**config.mk**
```make
export PLATFORM = sky130hd
export DESIGN_NAME = asteroid_game
export DESIGN_NICKNAME = d
export VERILOG_FILES = /design/src/common/asteroid_pkg.sv /design/src/game_control/game_control.sv /design/src/source/command_capture.sv /design/src/source/asteroid_field.sv /design/src/source/projectile_spawner.sv /design/src/source/asteroid_game.sv
export SDC_FILE = /design/constraint.sdc
export NUM_CORES = 1
export LEC_CHECK = 0
export BUFFER_PORTS_ARGS = -buffer_cell sky130_fd_sc_hd__buf_2
export CAP_MARGIN = 20
export CORE_ASPECT_RATIO = 2
export CORE_MARGIN = 1
export CORE_UTILIZATION = 50
export CTS_BUF_LIST = sky130_fd_sc_hd__clkbuf_16
export CTS_CLUSTER_SIZE = 10
export DETAILED_ROUTE_END_ITERATION = 10
export GPL_ROUTABILITY_DRIVEN = 1
export GPL_TIMING_DRIVEN = 0
export PLACE_DENSITY_LB_ADDON = 0.08
export SLEW_MARGIN = 10
export SYNTH_ARGS = -nofsm -noshare
export SYNTH_HDL_FRONTEND = slang
export SYNTH_SLANG_ARGS = --single-unit
```
**constraint.sdc**
```tcl
create_clock -name clock -period 7.25 [get_ports clock]
set_clock_uncertainty 0.2 [all_clocks]
set_input_delay 1.45 -clock clock [delete_from_list [all_inputs] [get_ports clock]]
set_output_delay 1.45 -clock clock [all_outputs]
set_load 0.02 [all_outputs]
```
**src/common/asteroid_pkg.sv**
```systemverilog
`default_nettype none

package asteroid_pkg;

        localparam int lane_count = 8;
        localparam int lane_bits = 3;
        localparam int distance_bits = 4;
        localparam int score_bits = 8;

        // cycles counted after a launch before the same launch is allowed again
        localparam int shot_cooldown = 64;
        localparam int special_cooldown = 256;

        typedef logic [lane_bits-1:0] lane_t;
        typedef logic [distance_bits-1:0] distance_t;

        // on clear, the asteroid of lane i starts at distance i + 1
        localparam distance_t respawn_distance = distance_t'(15);
        localparam logic [1:0] initial_lives = 2'd3;

        typedef struct packed {
                logic fire;
                logic special;
                lane_t lane;
        } player_cmd_t;

        typedef struct packed {
                logic [1:0] lives;
                logic [score_bits-1:0] score;
                logic game_over;
        } game_status_t;

        // encoding is also what the debug port shows
        typedef enum logic [4:0] {
                state_idle           = 5'd0,
                state_init           = 5'd1,
                state_wait_move      = 5'd2,
                state_capture        = 5'd3,
                state_settle         = 5'd4,
                state_settle2        = 5'd5,
                state_advance        = 5'd6,
                state_decide         = 5'd7,
                state_launch_shot    = 5'd8,
                state_launch_special = 5'd9,
                state_wait_launch    = 5'd10,
                state_game_over      = 5'd11,
                state_error          = 5'd31
        } control_state_t;

endpackage

`default_nettype wire

```
**src/game_control/game_control.sv**
```systemverilog
`timescale 1ns/10ps
`default_nettype none

module game_control (
        input  wire logic clock,
        input  wire logic reset,
        input  wire logic start,
        input  wire logic cmd_valid,
        input  wire asteroid_pkg::player_cmd_t cmd,
        input  wire logic shot_ready,
        input  wire logic special_ready,
        input  wire logic [1:0] lives,
        input  wire logic launch_done,
        output logic clear,
        output logic capture_enable,
        output logic advance,
        output logic launch_shot,
        output logic launch_special,
        output logic awaiting_move,
        output logic game_over,
        output asteroid_pkg::control_state_t debug_state
);

        asteroid_pkg::control_state_t state;
        asteroid_pkg::control_state_t next_state;
        logic out_of_lives;

        assign out_of_lives = (lives == 2'd0);

        always_ff @(posedge clock or posedge reset) begin
                if (reset)
                        state <= asteroid_pkg::state_idle;
                else
                        state <= next_state;
        end

        always_comb begin
                case (state)
                        asteroid_pkg::state_idle:
                                next_state = start ? asteroid_pkg::state_init
                                                   : asteroid_pkg::state_idle;
                        asteroid_pkg::state_init:
                                next_state = asteroid_pkg::state_wait_move;
                        asteroid_pkg::state_wait_move:
                                next_state = out_of_lives ? asteroid_pkg::state_game_over :
                                             cmd_valid    ? asteroid_pkg::state_capture
                                                          : asteroid_pkg::state_wait_move;
                        asteroid_pkg::state_capture:
                                next_state = asteroid_pkg::state_settle;
                        asteroid_pkg::state_settle:
                                next_state = asteroid_pkg::state_settle2;
                        asteroid_pkg::state_settle2:
                                next_state = asteroid_pkg::state_advance;
                        asteroid_pkg::state_advance:
                                next_state = asteroid_pkg::state_decide;
                        // lives here already reflect the advance
                        asteroid_pkg::state_decide:
                                next_state = out_of_lives ? asteroid_pkg::state_game_over :
                                             (cmd.special && special_ready) ?
                                                     asteroid_pkg::state_launch_special :
                                             (cmd.fire && shot_ready) ?
                                                     asteroid_pkg::state_launch_shot :
                                                     asteroid_pkg::state_wait_move;
                        asteroid_pkg::state_launch_shot:
                                next_state = asteroid_pkg::state_wait_launch;
                        asteroid_pkg::state_launch_special:
                                next_state = asteroid_pkg::state_wait_launch;
                        asteroid_pkg::state_wait_launch:
                                next_state = launch_done ? asteroid_pkg::state_wait_move
                                                         : asteroid_pkg::state_wait_launch;
                        // left only through reset
                        asteroid_pkg::state_game_over:
                                next_state = asteroid_pkg::state_game_over;
                        default:
                                next_state = asteroid_pkg::state_error;
                endcase
        end

        // moore outputs
        always_comb begin
                clear          = (state == asteroid_pkg::state_init);
                capture_enable = (state == asteroid_pkg::state_capture);
                advance        = (state == asteroid_pkg::state_advance);
                launch_shot    = (state == asteroid_pkg::state_launch_shot);
                launch_special = (state == asteroid_pkg::state_launch_special);
                awaiting_move  = (state == asteroid_pkg::state_wait_move);
                game_over      = (state == asteroid_pkg::state_game_over);
        end

        assign debug_state = state;

        // the spawner runs one sweep at a time, so only one kind of launch per turn
        assert property (@(posedge clock) disable iff (reset)
                !(launch_shot && launch_special))
                else $error("game_control: shot and special launched together");

        assert property (@(posedge clock) disable iff (reset)
                !$isunknown(state) && state != asteroid_pkg::state_error)
                else $error("game_control: unknown state %h", state);

endmodule

`default_nettype wire

```
**src/source/command_capture.sv**
```systemverilog
`timescale 1ns/10ps
`default_nettype none

module command_capture (
        input  wire logic clock,
        input  wire logic reset,
        input  wire logic clear,
        input  wire logic capture_enable,
        input  wire asteroid_pkg::player_cmd_t cmd_in,
        input  wire logic launch_shot,
        input  wire logic launch_special,
        output asteroid_pkg::player_cmd_t cmd,
        output logic shot_ready,
        output logic special_ready
);

        typedef logic [$clog2(asteroid_pkg::special_cooldown + 1)-1:0] count_t;

        logic [1:0] launch;
        logic [1:0] ready;

        function automatic count_t limit_of(input int idx);
                return (idx == 0) ? count_t'(asteroid_pkg::shot_cooldown)
                                  : count_t'(asteroid_pkg::special_cooldown);
        endfunction

        // held command, read by the controller and the spawner during the turn
        always_ff @(posedge clock) begin
                if (capture_enable)
                        cmd <= cmd_in;
        end

        // timer 0 guards the shot, timer 1 the special
        assign launch = {launch_special, launch_shot};

        for (genvar i = 0; i < 2; i++) begin : g_timer
                count_t count;

                // saturates at its limit, where it reads as ready
                always_ff @(posedge clock or posedge reset) begin
                        if (reset)
                                count <= limit_of(i);
                        else if (clear)
                                count <= limit_of(i);
                        else if (launch[i])
                                count <= '0;
                        else if (!ready[i])
                                count <= count + 1'b1;
                end

                assign ready[i] = (count == limit_of(i));
        end

        assign shot_ready = ready[0];
        assign special_ready = ready[1];

endmodule

`default_nettype wire

```
**src/source/asteroid_field.sv**
```systemverilog
`timescale 1ns/10ps
`default_nettype none

module asteroid_field (
        input  wire logic clock,
        input  wire logic reset,
        input  wire logic clear,
        input  wire logic advance,
        input  wire logic strike,
        input  wire asteroid_pkg::lane_t strike_lane,
        output logic [1:0] lives,
        output logic [asteroid_pkg::score_bits-1:0] score
);

        asteroid_pkg::distance_t distance [asteroid_pkg::lane_count];
        asteroid_pkg::distance_t distance_next [asteroid_pkg::lane_count];
        logic [asteroid_pkg::lane_count-1:0] strike_mask;
        logic [$clog2(asteroid_pkg::lane_count + 1)-1:0] hit_count;

        always_comb begin
                strike_mask = '0;
                if (strike)
                        strike_mask[strike_lane] = 1'b1;
        end

        // per lane next distance and number of asteroids that reached the player
        always_comb begin
                hit_count = '0;
                for (int i = 0; i < asteroid_pkg::lane_count; i++) begin
                        distance_next[i] = distance[i];
                        if (advance) begin
                                // distance 1 or 0 reaches the player on this step
                                if (distance[i][asteroid_pkg::distance_bits-1:1] == '0) begin
                                        distance_next[i] = asteroid_pkg::respawn_distance;
                                        hit_count = hit_count + 1'b1;
                                end else begin
                                        distance_next[i] = distance[i] - 1'b1;
                                end
                        end
                        if (strike_mask[i])
                                distance_next[i] = asteroid_pkg::respawn_distance;
                end
        end

        always_ff @(posedge clock) begin
                for (int i = 0; i < asteroid_pkg::lane_count; i++) begin
                        if (clear)
                                distance[i] <= asteroid_pkg::distance_t'(i + 1);
                        else
                                distance[i] <= distance_next[i];
                end
        end

        always_ff @(posedge clock or posedge reset) begin
                if (reset) begin
                        lives <= asteroid_pkg::initial_lives;
                        score <= '0;
                end else if (clear) begin
                        lives <= asteroid_pkg::initial_lives;
                        score <= '0;
                end else begin
                        // lives saturate at zero
                        if (lives > hit_count)
                                lives <= lives - hit_count[1:0];
                        else
                                lives <= 2'd0;
                        if (strike && score != '1)
                                score <= score + 1'b1;
                end
        end

endmodule

`default_nettype wire

```
**src/source/projectile_spawner.sv**
```systemverilog
`timescale 1ns/10ps
`default_nettype none

module projectile_spawner (
        input  wire logic clock,
        input  wire logic reset,
        input  wire logic launch_shot,
        input  wire logic launch_special,
        input  wire asteroid_pkg::lane_t lane,
        output logic strike,
        output asteroid_pkg::lane_t strike_lane,
        output logic launch_done
);

        logic launch;
        logic active;
        logic special_mode;
        logic use_special;
        asteroid_pkg::lane_t index;

        assign launch = launch_shot || launch_special;

        // lane 0 is visited in the launch cycle itself, lanes 1..7 follow from the index
        assign use_special = launch ? launch_special : special_mode;
        assign strike_lane = active ? index : '0;
        assign strike = (launch || active) && (use_special || strike_lane == lane);

        always_ff @(posedge clock or posedge reset) begin
                if (reset) begin
                        active <= 1'b0;
                        special_mode <= 1'b0;
                        index <= '0;
                        launch_done <= 1'b0;
                end else begin
                        launch_done <= 1'b0;
                        if (launch) begin
                                active <= 1'b1;
                                special_mode <= launch_special;
                                index <= asteroid_pkg::lane_t'(1);
                        end else if (active) begin
                                if (index == asteroid_pkg::lane_t'(asteroid_pkg::lane_count - 1)) begin
                                        active <= 1'b0;
                                        launch_done <= 1'b1;
                                end else begin
                                        index <= index + 1'b1;
                                end
                        end
                end
        end

        // the controller must wait for launch_done before the next launch
        assert property (@(posedge clock) disable iff (reset) launch |-> !active)
                else $error("projectile_spawner: launch while a sweep is running");

endmodule

`default_nettype wire

```
**src/source/asteroid_game.sv**
```systemverilog
`timescale 1ns/10ps
`default_nettype none

module asteroid_game (
        input  wire logic clock,
        input  wire logic reset,
        input  wire logic start,
        input  wire logic cmd_valid,
        input  wire asteroid_pkg::player_cmd_t cmd,
        output asteroid_pkg::game_status_t status,
        output logic awaiting_move,
        output asteroid_pkg::control_state_t debug_state
);

        asteroid_pkg::player_cmd_t held_cmd;
        asteroid_pkg::lane_t strike_lane;
        logic clear;
        logic capture_enable;
        logic advance;
        logic launch_shot;
        logic launch_special;
        logic game_over;
        logic shot_ready;
        logic special_ready;
        logic launch_done;
        logic strike;
        logic [1:0] lives;
        logic [asteroid_pkg::score_bits-1:0] score;

        game_control control_i (
                .clock          (clock),
                .reset          (reset),
                .start          (start),
                .cmd_valid      (cmd_valid),
                .cmd            (held_cmd),
                .shot_ready     (shot_ready),
                .special_ready  (special_ready),
                .lives          (lives),
                .launch_done    (launch_done),
                .clear          (clear),
                .capture_enable (capture_enable),
                .advance        (advance),
                .launch_shot    (launch_shot),
                .launch_special (launch_special),
                .awaiting_move  (awaiting_move),
                .game_over      (game_over),
                .debug_state    (debug_state)
        );

        command_capture capture_i (
                .clock          (clock),
                .reset          (reset),
                .clear          (clear),
                .capture_enable (capture_enable),
                .cmd_in         (cmd),
                .launch_shot    (launch_shot),
                .launch_special (launch_special),
                .cmd            (held_cmd),
                .shot_ready     (shot_ready),
                .special_ready  (special_ready)
        );

        projectile_spawner spawner_i (
                .clock          (clock),
                .reset          (reset),
                .launch_shot    (launch_shot),
                .launch_special (launch_special),
                .lane           (held_cmd.lane),
                .strike         (strike),
                .strike_lane    (strike_lane),
                .launch_done    (launch_done)
        );

        asteroid_field field_i (
                .clock       (clock),
                .reset       (reset),
                .clear       (clear),
                .advance     (advance),
                .strike      (strike),
                .strike_lane (strike_lane),
                .lives       (lives),
                .score       (score)
        );

        always_comb begin
                status.lives = lives;
                status.score = score;
                status.game_over = game_over;
        end

endmodule

`default_nettype wire

```
==> reports/results.ini, run 1 <==
[critical_path]
slowest_stage=or4_1
cp.arrival_ps=6850
cpPeakStageDelay_ps=490
crit_family=adder cells
start_kind=register
cp-end-kind=register
path_common_cell=ha_1
required_ps=7300
critical_path_class=reg -> reg
crit_fanout=10
crit_buf_inv=3

[routing]
drt_iter0_drc=229
wirelength_um=11300
wl_per_cell_um=16.5
drtAntennaViolNets=0
dr.pass1.iters=5
num_vias=3995
drc_errors=0
drt-vias-per-instance=5.84

[finish]
fillers=805
n_antenna_cell=0
design_area_mm2=0.00527
area_growth_pct=15.7
fin_util=0.605
multi_input_area_mm2=0.00265
seq_area_mm2=0.00178
nNetsFinal=613
drive_above_1_share=0.158

[synth]
synth_xor_xnor_area_share=0.0750
synthSimpleGateAreaFrac=0.256
syn_nets=564
synthesis.area_mm2=0.00456
async_reset_ff_frac=0.513
synth_top_family_by_area=simple AND/OR/NAND/NOR gates
synth_fa_ha_area_frac=0.0703
synth.area.mux_share=0.0291
synth_edf_count=5
synth-compound-area-share=0.135
synthFlopType=dfrtp_1
synth_warnings=0
ys_seq_elements=76
syn_inst=530
ys_types=59
avgSynthCellArea_um2=8.60
ys_seq_area_frac=0.389

[clocking]
clkLatencyLatePin_ps=340
h-tree-depth=3
clk_pin_slew_ps=50
cts_buffers=9
clock_sinks=76
cts_hold_buf=0
cts_buffer_depth=2
tritoncts=done
ctsRootBufferMaster=clkbuf_16

[timing]
final-hold-violation-count=0
maxSlewViolCount=0
setup_ws_ps=458
setup_viol=0
tightest_slew_ps=875
fin_crit_ps=6790
slew_headroom=0.412
fin_crit_sh=0.937
max_freq_mhz=147

[placement]
place_congestion=0.896
placed_area_mm2=0.00483
port_buffers=25
dpl.hpwl_um=8380
place_ws_ps=-861

[floorplan]
core_mm2=0.00871
die_w_um=69.5
io_pins=26
dieArea_mm2=0.00952
start_util=0.523
die_h_um=137
fp-row-count=48

[run_status]
outcome=completed

[global_route]
gr-total-overflow=0
antenna_found_initial=0
grt_max_degree=36
grt_pass1_vias=3931
grt_pass1_wl_um=18400
track_usage=0.245

[power_and_ir_drop]
leakage_nw=2.24
powerDensity_mw_per_mm2=333
peakVddDrop_uv=210

[worst_hold_path]
hold_class=reg -> reg

[job]
max-cap-violations=0

## cell families after synthesis
| group | after synthesis |
|---|---|
| mux | 13 |
| buf+inv | 53 |
| compound gates | 102 |
| simple gates | 229 |
| flops | 76 |
| xor+xnor | 32 |
| fa+ha+maj | 25 |
## Yosys cell counts, drive strengths merged (8+ instances only)
| library cell | count | area, µm² |
|---|---|---|
| nand3 | 43 | 215 |
| mux2i | 11 | 110 |
| dfxtp | 32 | 641 |
| nand2b | 8 | 50.1 |
| nor3 | 19 | 116 |
| o21ai | 30 | 150 |
| inv | 33 | 124 |
| ha | 24 | 300 |
| nor2 | 66 | 248 |
| xor2 | 15 | 131 |
| xnor2 | 15 | 165 |
| dfrtp | 35 | 876 |
| a21oi | 35 | 175 |
| nand2 | 42 | 158 |
| clkbuf | 14 | 52.6 |
| or3 | 15 | 93.8 |
## final timing paths
check,start,end,slack (ps),cells after the start
max,control_i.debug_state[0],field_i.lives[1],460,33
min,spawner_i.special_mode,spawner_i.special_mode,320,1
max reg2reg,control_i.debug_state[0],field_i.lives[1],460,33
min reg2reg,spawner_i.special_mode,spawner_i.special_mode,320,1
max in group asynchronous,reset,field_i.lives[0],5580,3
min in group asynchronous,reset,field_i.score[4],790,2
## what timing repair did
item                                    4_1_cts  5_1_grt
resized for setup                            12       13
endpoints found under the hold margin         0        0
pin swaps                                     0        4
endpoints found under the setup margin        2        2
buffers inserted                              0       13
## registers in the layout (all words and copies together), names as in the netlist, 2 cells and up
| register | cells |
|---|---|
| spawner_i.index | 3 |
| field_i.lives | 2 |
| control_i.debug_state | 5 |
| capture_i.g_timer.count | 18 |
| field_i.distance | 32 |
| capture_i.cmd | 5 |
| field_i.score | 8 |
## layer usage
metal	vias up	GRT usage	share of wire
met3	21	0.0398	0.026
met4	0	0.103	0.022
met1	1935	0.255	0.38
met5	-	0	0
met2	77	0.475	0.57
li1	1962	-	-
## where the power goes
group | internal [mW] | switching [mW]
Sequential | 0.571 | 0.152
Clock | 0.226 | 0.170
Combinational | 0.288 | 0.348
## stage by stage
step	TNS, ps	std cells	hold slack (ps)	power (mW)
2_1_floorplan	0	530	270	1.20
3_3_place_gp	-1250	655	297	1.32
3_5_place_dp	-1520	656	303	1.35
4_1_cts	0	671	315	1.76
5_1_grt	-16.2	684	341	1.89
6_report	0	684	316	1.76
## cells in the final DEF (no fill, tap or decap), types with 11 or more instances in the layout
cell / count
inv_1: 32
nor3_1: 15
buf_4: 15
nand3_1: 42
buf_2: 26
a21oi_1: 35
dfxtp_1: 32
nand2_1: 42
dfrtp_1: 31
o21ai_0: 29
clkbuf_1: 11
nor2_1: 64
or3_1: 15
ha_1: 24
xor2_1: 15
xnor2_1: 12
## layout make-up
type	count	share of cell area
tap	100	0.0237
clock inverter	7	0.00665
multi-input combinational	401	0.502
clock buffer	9	0.0427
buffer	19	0.0176
timing repair buffer	39	0.0461
sequential	76	0.337
inverter	33	0.0235
Note: power is estimated with default switching activity, not from simulation.
==> inputs of run 2 (changes only) <==
--- a/config.mk
+++ b/config.mk
@@ -19,4 +19,5 @@
 export SLEW_MARGIN = 10
 export SYNTH_ARGS = -nofsm -noshare
 export SYNTH_HDL_FRONTEND = slang
+export SYNTH_HIERARCHICAL = 1
 export SYNTH_SLANG_ARGS = --single-unit
==> reports/results.ini, run 2 <==
[critical_path]
cpPeakStageDelay_ps=480  ; was 490 ps
crit_fanout=6  ; was 10
slowest_stage=fa_1  ; was or4_1
reg2reg_slack_ps=270  ; was 460 ps
cp-end-kind=register  ; unchanged
critical_path_class=reg -> reg  ; unchanged
required_ps=7310  ; was 7300 ps
path_common_cell=ha_1  ; unchanged
cp.arrival_ps=7040  ; was 6850 ps
start_kind=register  ; unchanged

[placement]
port_buffers=25  ; unchanged
dpl.hpwl_um=8860  ; was 8380 µm
place_ws_ps=-408  ; was -861 ps
placed_area_mm2=0.00496  ; was 0.00483 mm²
place_inst=654  ; was 656
place_congestion=0.849  ; was 0.896

[finish]
largest_reg_flops=32  ; unchanged
design_area_mm2=0.00545  ; was 0.00527 mm²
n_antenna_cell=0  ; unchanged
final_common_cell=a21oi_1  ; was nor2_1
largest-register=field_i/distance  ; was field_i.distance
fin_cells=685  ; was 684
drive_above_1_share=0.190  ; was 0.158
area_growth_pct=16.1  ; was 15.7%
fillers=832  ; was 805
nNetsFinal=611  ; was 613
most-common-layout-cells=41 x a21oi_1, 36 x nand2_1, 35 x nand3_1, 35 x nor2_1, 35 x dfrtp_1  ; was 64 x nor2_1, 42 x nand2_1, 42 x nand3_1
largest_registers=field_i/distance: 32 flops, capture_i/g_timer.count: 18 flops, field_i/score: 8 flops  ; was field_i.distance: 32 flops, capture_i.g_timer.count: 18 flops, field_i.score: 8 flops

[synth]
ys_types=77  ; was 59
yosysMostFrequentCell=a21oi_1  ; was nor2_1
synth_edf_count=5  ; unchanged
synth_top_cell_by_area=dfrtp_1  ; unchanged
synth_top_area_share=0.187  ; was 0.192
ys_seq_area_frac=0.378  ; was 0.389
ys_seq_elements=76  ; unchanged
yosys-top-cells-count=42 x a21oi_1, 37 x nand2_1, 36 x nand3_1, 36 x nor2_1, 36 x o21ai_0  ; was 66 x nor2_1, 43 x nand3_1, 42 x nand2_1
syn_inst=526  ; was 530
synthesis.area_mm2=0.00469  ; was 0.00456 mm²
syn_nets=559  ; was 564
async_reset_ff_frac=0.513  ; unchanged
avgSynthCellArea_um2=8.92  ; was 8.60 µm²
synth_warnings=6  ; was 0
synthTopCellsByArea=dfrtp_1 19%, dfxtp_1 14%, ha_1 6.1%, a21oi_1 4.5%, nand3_1 3.8%  ; was dfrtp_1 19%, dfxtp_1 14%, ha_1 6.6%, nor2_1 5.4%, nand3_1 4.7%
synthFlopType=dfrtp_1  ; unchanged

[power_and_ir_drop]
powerDensity_mw_per_mm2=312  ; was 333 mW/mm²
peakVddDrop_uv=270  ; was 210 µV
leakage_nw=2.20  ; was 2.24 nW

[clocking]
ctsRootBufferMaster=clkbuf_16  ; unchanged
h-tree-depth=3  ; unchanged
clock_sinks=76  ; unchanged
clkLatencyLatePin_ps=330  ; was 340 ps
cts_buffers=9  ; unchanged
cts_buffer_depth=2  ; unchanged
clk_pin_slew_ps=60  ; was 50 ps
tritoncts=done  ; unchanged

[routing]
num_vias=4000  ; was 3995
dr.pass1.iters=4  ; was 5
drtAntennaViolNets=0  ; unchanged
drc_errors=0  ; unchanged
drt-vias-per-instance=5.84  ; about the same
wl_per_cell_um=17.0  ; was 16.5 µm
wirelength_um=11600  ; was 11300 µm
drt_iter0_drc=142  ; was 229

[worst_hold_path]
hold_class=reg -> reg  ; unchanged

[timing]
fin_crit_ps=6980  ; was 6790 ps
slew_headroom=0.330  ; was 0.412
setup_viol=0  ; unchanged
tightest_slew_ps=1000  ; was 875 ps
final-hold-violation-count=0  ; unchanged
hold_ws_ps=295  ; was 316 ps
fin_setup_tns_ps=0  ; unchanged
maxSlewViolCount=0  ; unchanged
max_freq_mhz=143  ; was 147 MHz
fin_crit_sh=0.963  ; was 0.937
setup_ws_ps=269  ; was 458 ps

[global_route]
antenna_found_initial=0  ; unchanged
grt_pass1_vias=4117  ; was 3931
grt_pass1_wl_um=19400  ; was 18400 µm
track_usage=0.253  ; was 0.245
grt_max_degree=19  ; was 36
gr-total-overflow=0  ; unchanged

[floorplan]
io_pins=26  ; unchanged
dieArea_mm2=0.00980  ; was 0.00952 mm²
die_w_um=70.5  ; was 69.5 µm
fp-row-count=49  ; was 48
core_mm2=0.00907  ; was 0.00871 mm²
start_util=0.517  ; was 0.523
die_h_um=139  ; was 137 µm

[job]
max-cap-violations=0  ; unchanged

[run_status]
outcome=completed  ; unchanged

==> run 2: changes by cell type after synthesis, moves of 4 or more <==
| cell | change |
|---|---|
| nor2_1 | -30 |
| a21oi_1 | +7 |
| mux2i_1 | -7 |
| nand3_1 | -7 |
| o21ai_0 | +7 |
| and2_1 | +6 |
| nand2_1 | -5 |
| a21o_1 | -4 |
| clkbuf_1 | -4 |
==> run 2: metal layers <==
layer | routed length, µm | track usage
met1 | 4050 | 0.234
met2 | 6720 | 0.495
met3 | 274 | 0.0429
met4 | 607 | 0.151
met5 | 0 | 0
==> run 2: path summary, 6_finish.rpt <==
path	start	to	depth (start not counted)
max	control_i/debug_state[0]	field_i/lives[1]	32
min	field_i/distance[1][8]	field_i/distance[1][8]	2
max reg2reg	control_i/debug_state[0]	field_i/lives[1]	32
min reg2reg	field_i/distance[1][8]	field_i/distance[1][8]	2
max in group asynchronous	reset	capture_i/g_timer[0].count[5]	2
min in group asynchronous	reset	control_i/debug_state[2]	2
==> run 2: where the power goes <==
part / switching, mW / total (mW) / leakage (nW) / internal [mW]
clock network: 0.168 / 0.451 / 0.150 / 0.283
registers: 0.165 / 0.730 / 0.783 / 0.565
logic: 0.275 / 0.519 / 1.27 / 0.244
total: 0.608 / 1.70 / 2.20 / 1.09
==> run 2: timing repair <==
item | CTS | global route
gates resized for setup | 5 | 12
buffers inserted | 3 | 12
hold buffers | 0 | 0
endpoints found under the setup margin | 2 | 2
pin swaps | 1 | 11
==> run 2: through the flow <==
step | util | power, mW
after floorplan | - | 1.11
after global placement | 0.545 | 1.22
after detailed placement | 0.547 | 1.25
after CTS | 0.585 | 1.71
after global routing | 0.600 | 1.82
final | 0.600 | 1.70
==> run 2: cell type report <==
| cell class | instances | area [µm²] | share of cell area |
|---|---|---|---|
| flip-flops and latches | 76 | 1770 | 0.325 |
| clock inverters | 6 | 51.3 | 0.00942 |
| well taps | 102 | 128 | 0.0234 |
| multi-input cells | 395 | 2740 | 0.502 |
| inverters | 33 | 124 | 0.0227 |
| plain buffers | 22 | 136 | 0.0250 |
| repair buffers | 41 | 249 | 0.0457 |
| clock buffers | 10 | 250 | 0.0459 |
==> run 2: logic make-up (layout without fill, tap and decap cells) <==
kind of cell | Yosys count | count (layout) | synth area share
muxes | 6 | 6 | 0.0133
buffers and inverters | 55 | 112 | 0.0555
DFF | 76 | 76 | 0.378
xor gates and xnor gates | 32 | 32 | 0.0675
AOI/OAI and AO/OA | 118 | 118 | 0.154
adders and majority gates | 24 | 24 | 0.0656
and+or+nand+nor | 215 | 215 | 0.266
==> run 2: critical path: cells and delay by family (launching register included) <==
| family | cells | cell delay [ps] |
|---|---|---|
| compound gates | 8 | 1210 |
| fa+ha+maj | 7 | 2140 |
| simple gates | 12 | 2100 |
| mux | 1 | 270 |
| buf+inv | 4 | 560 |
| flops | 1 | 410 |
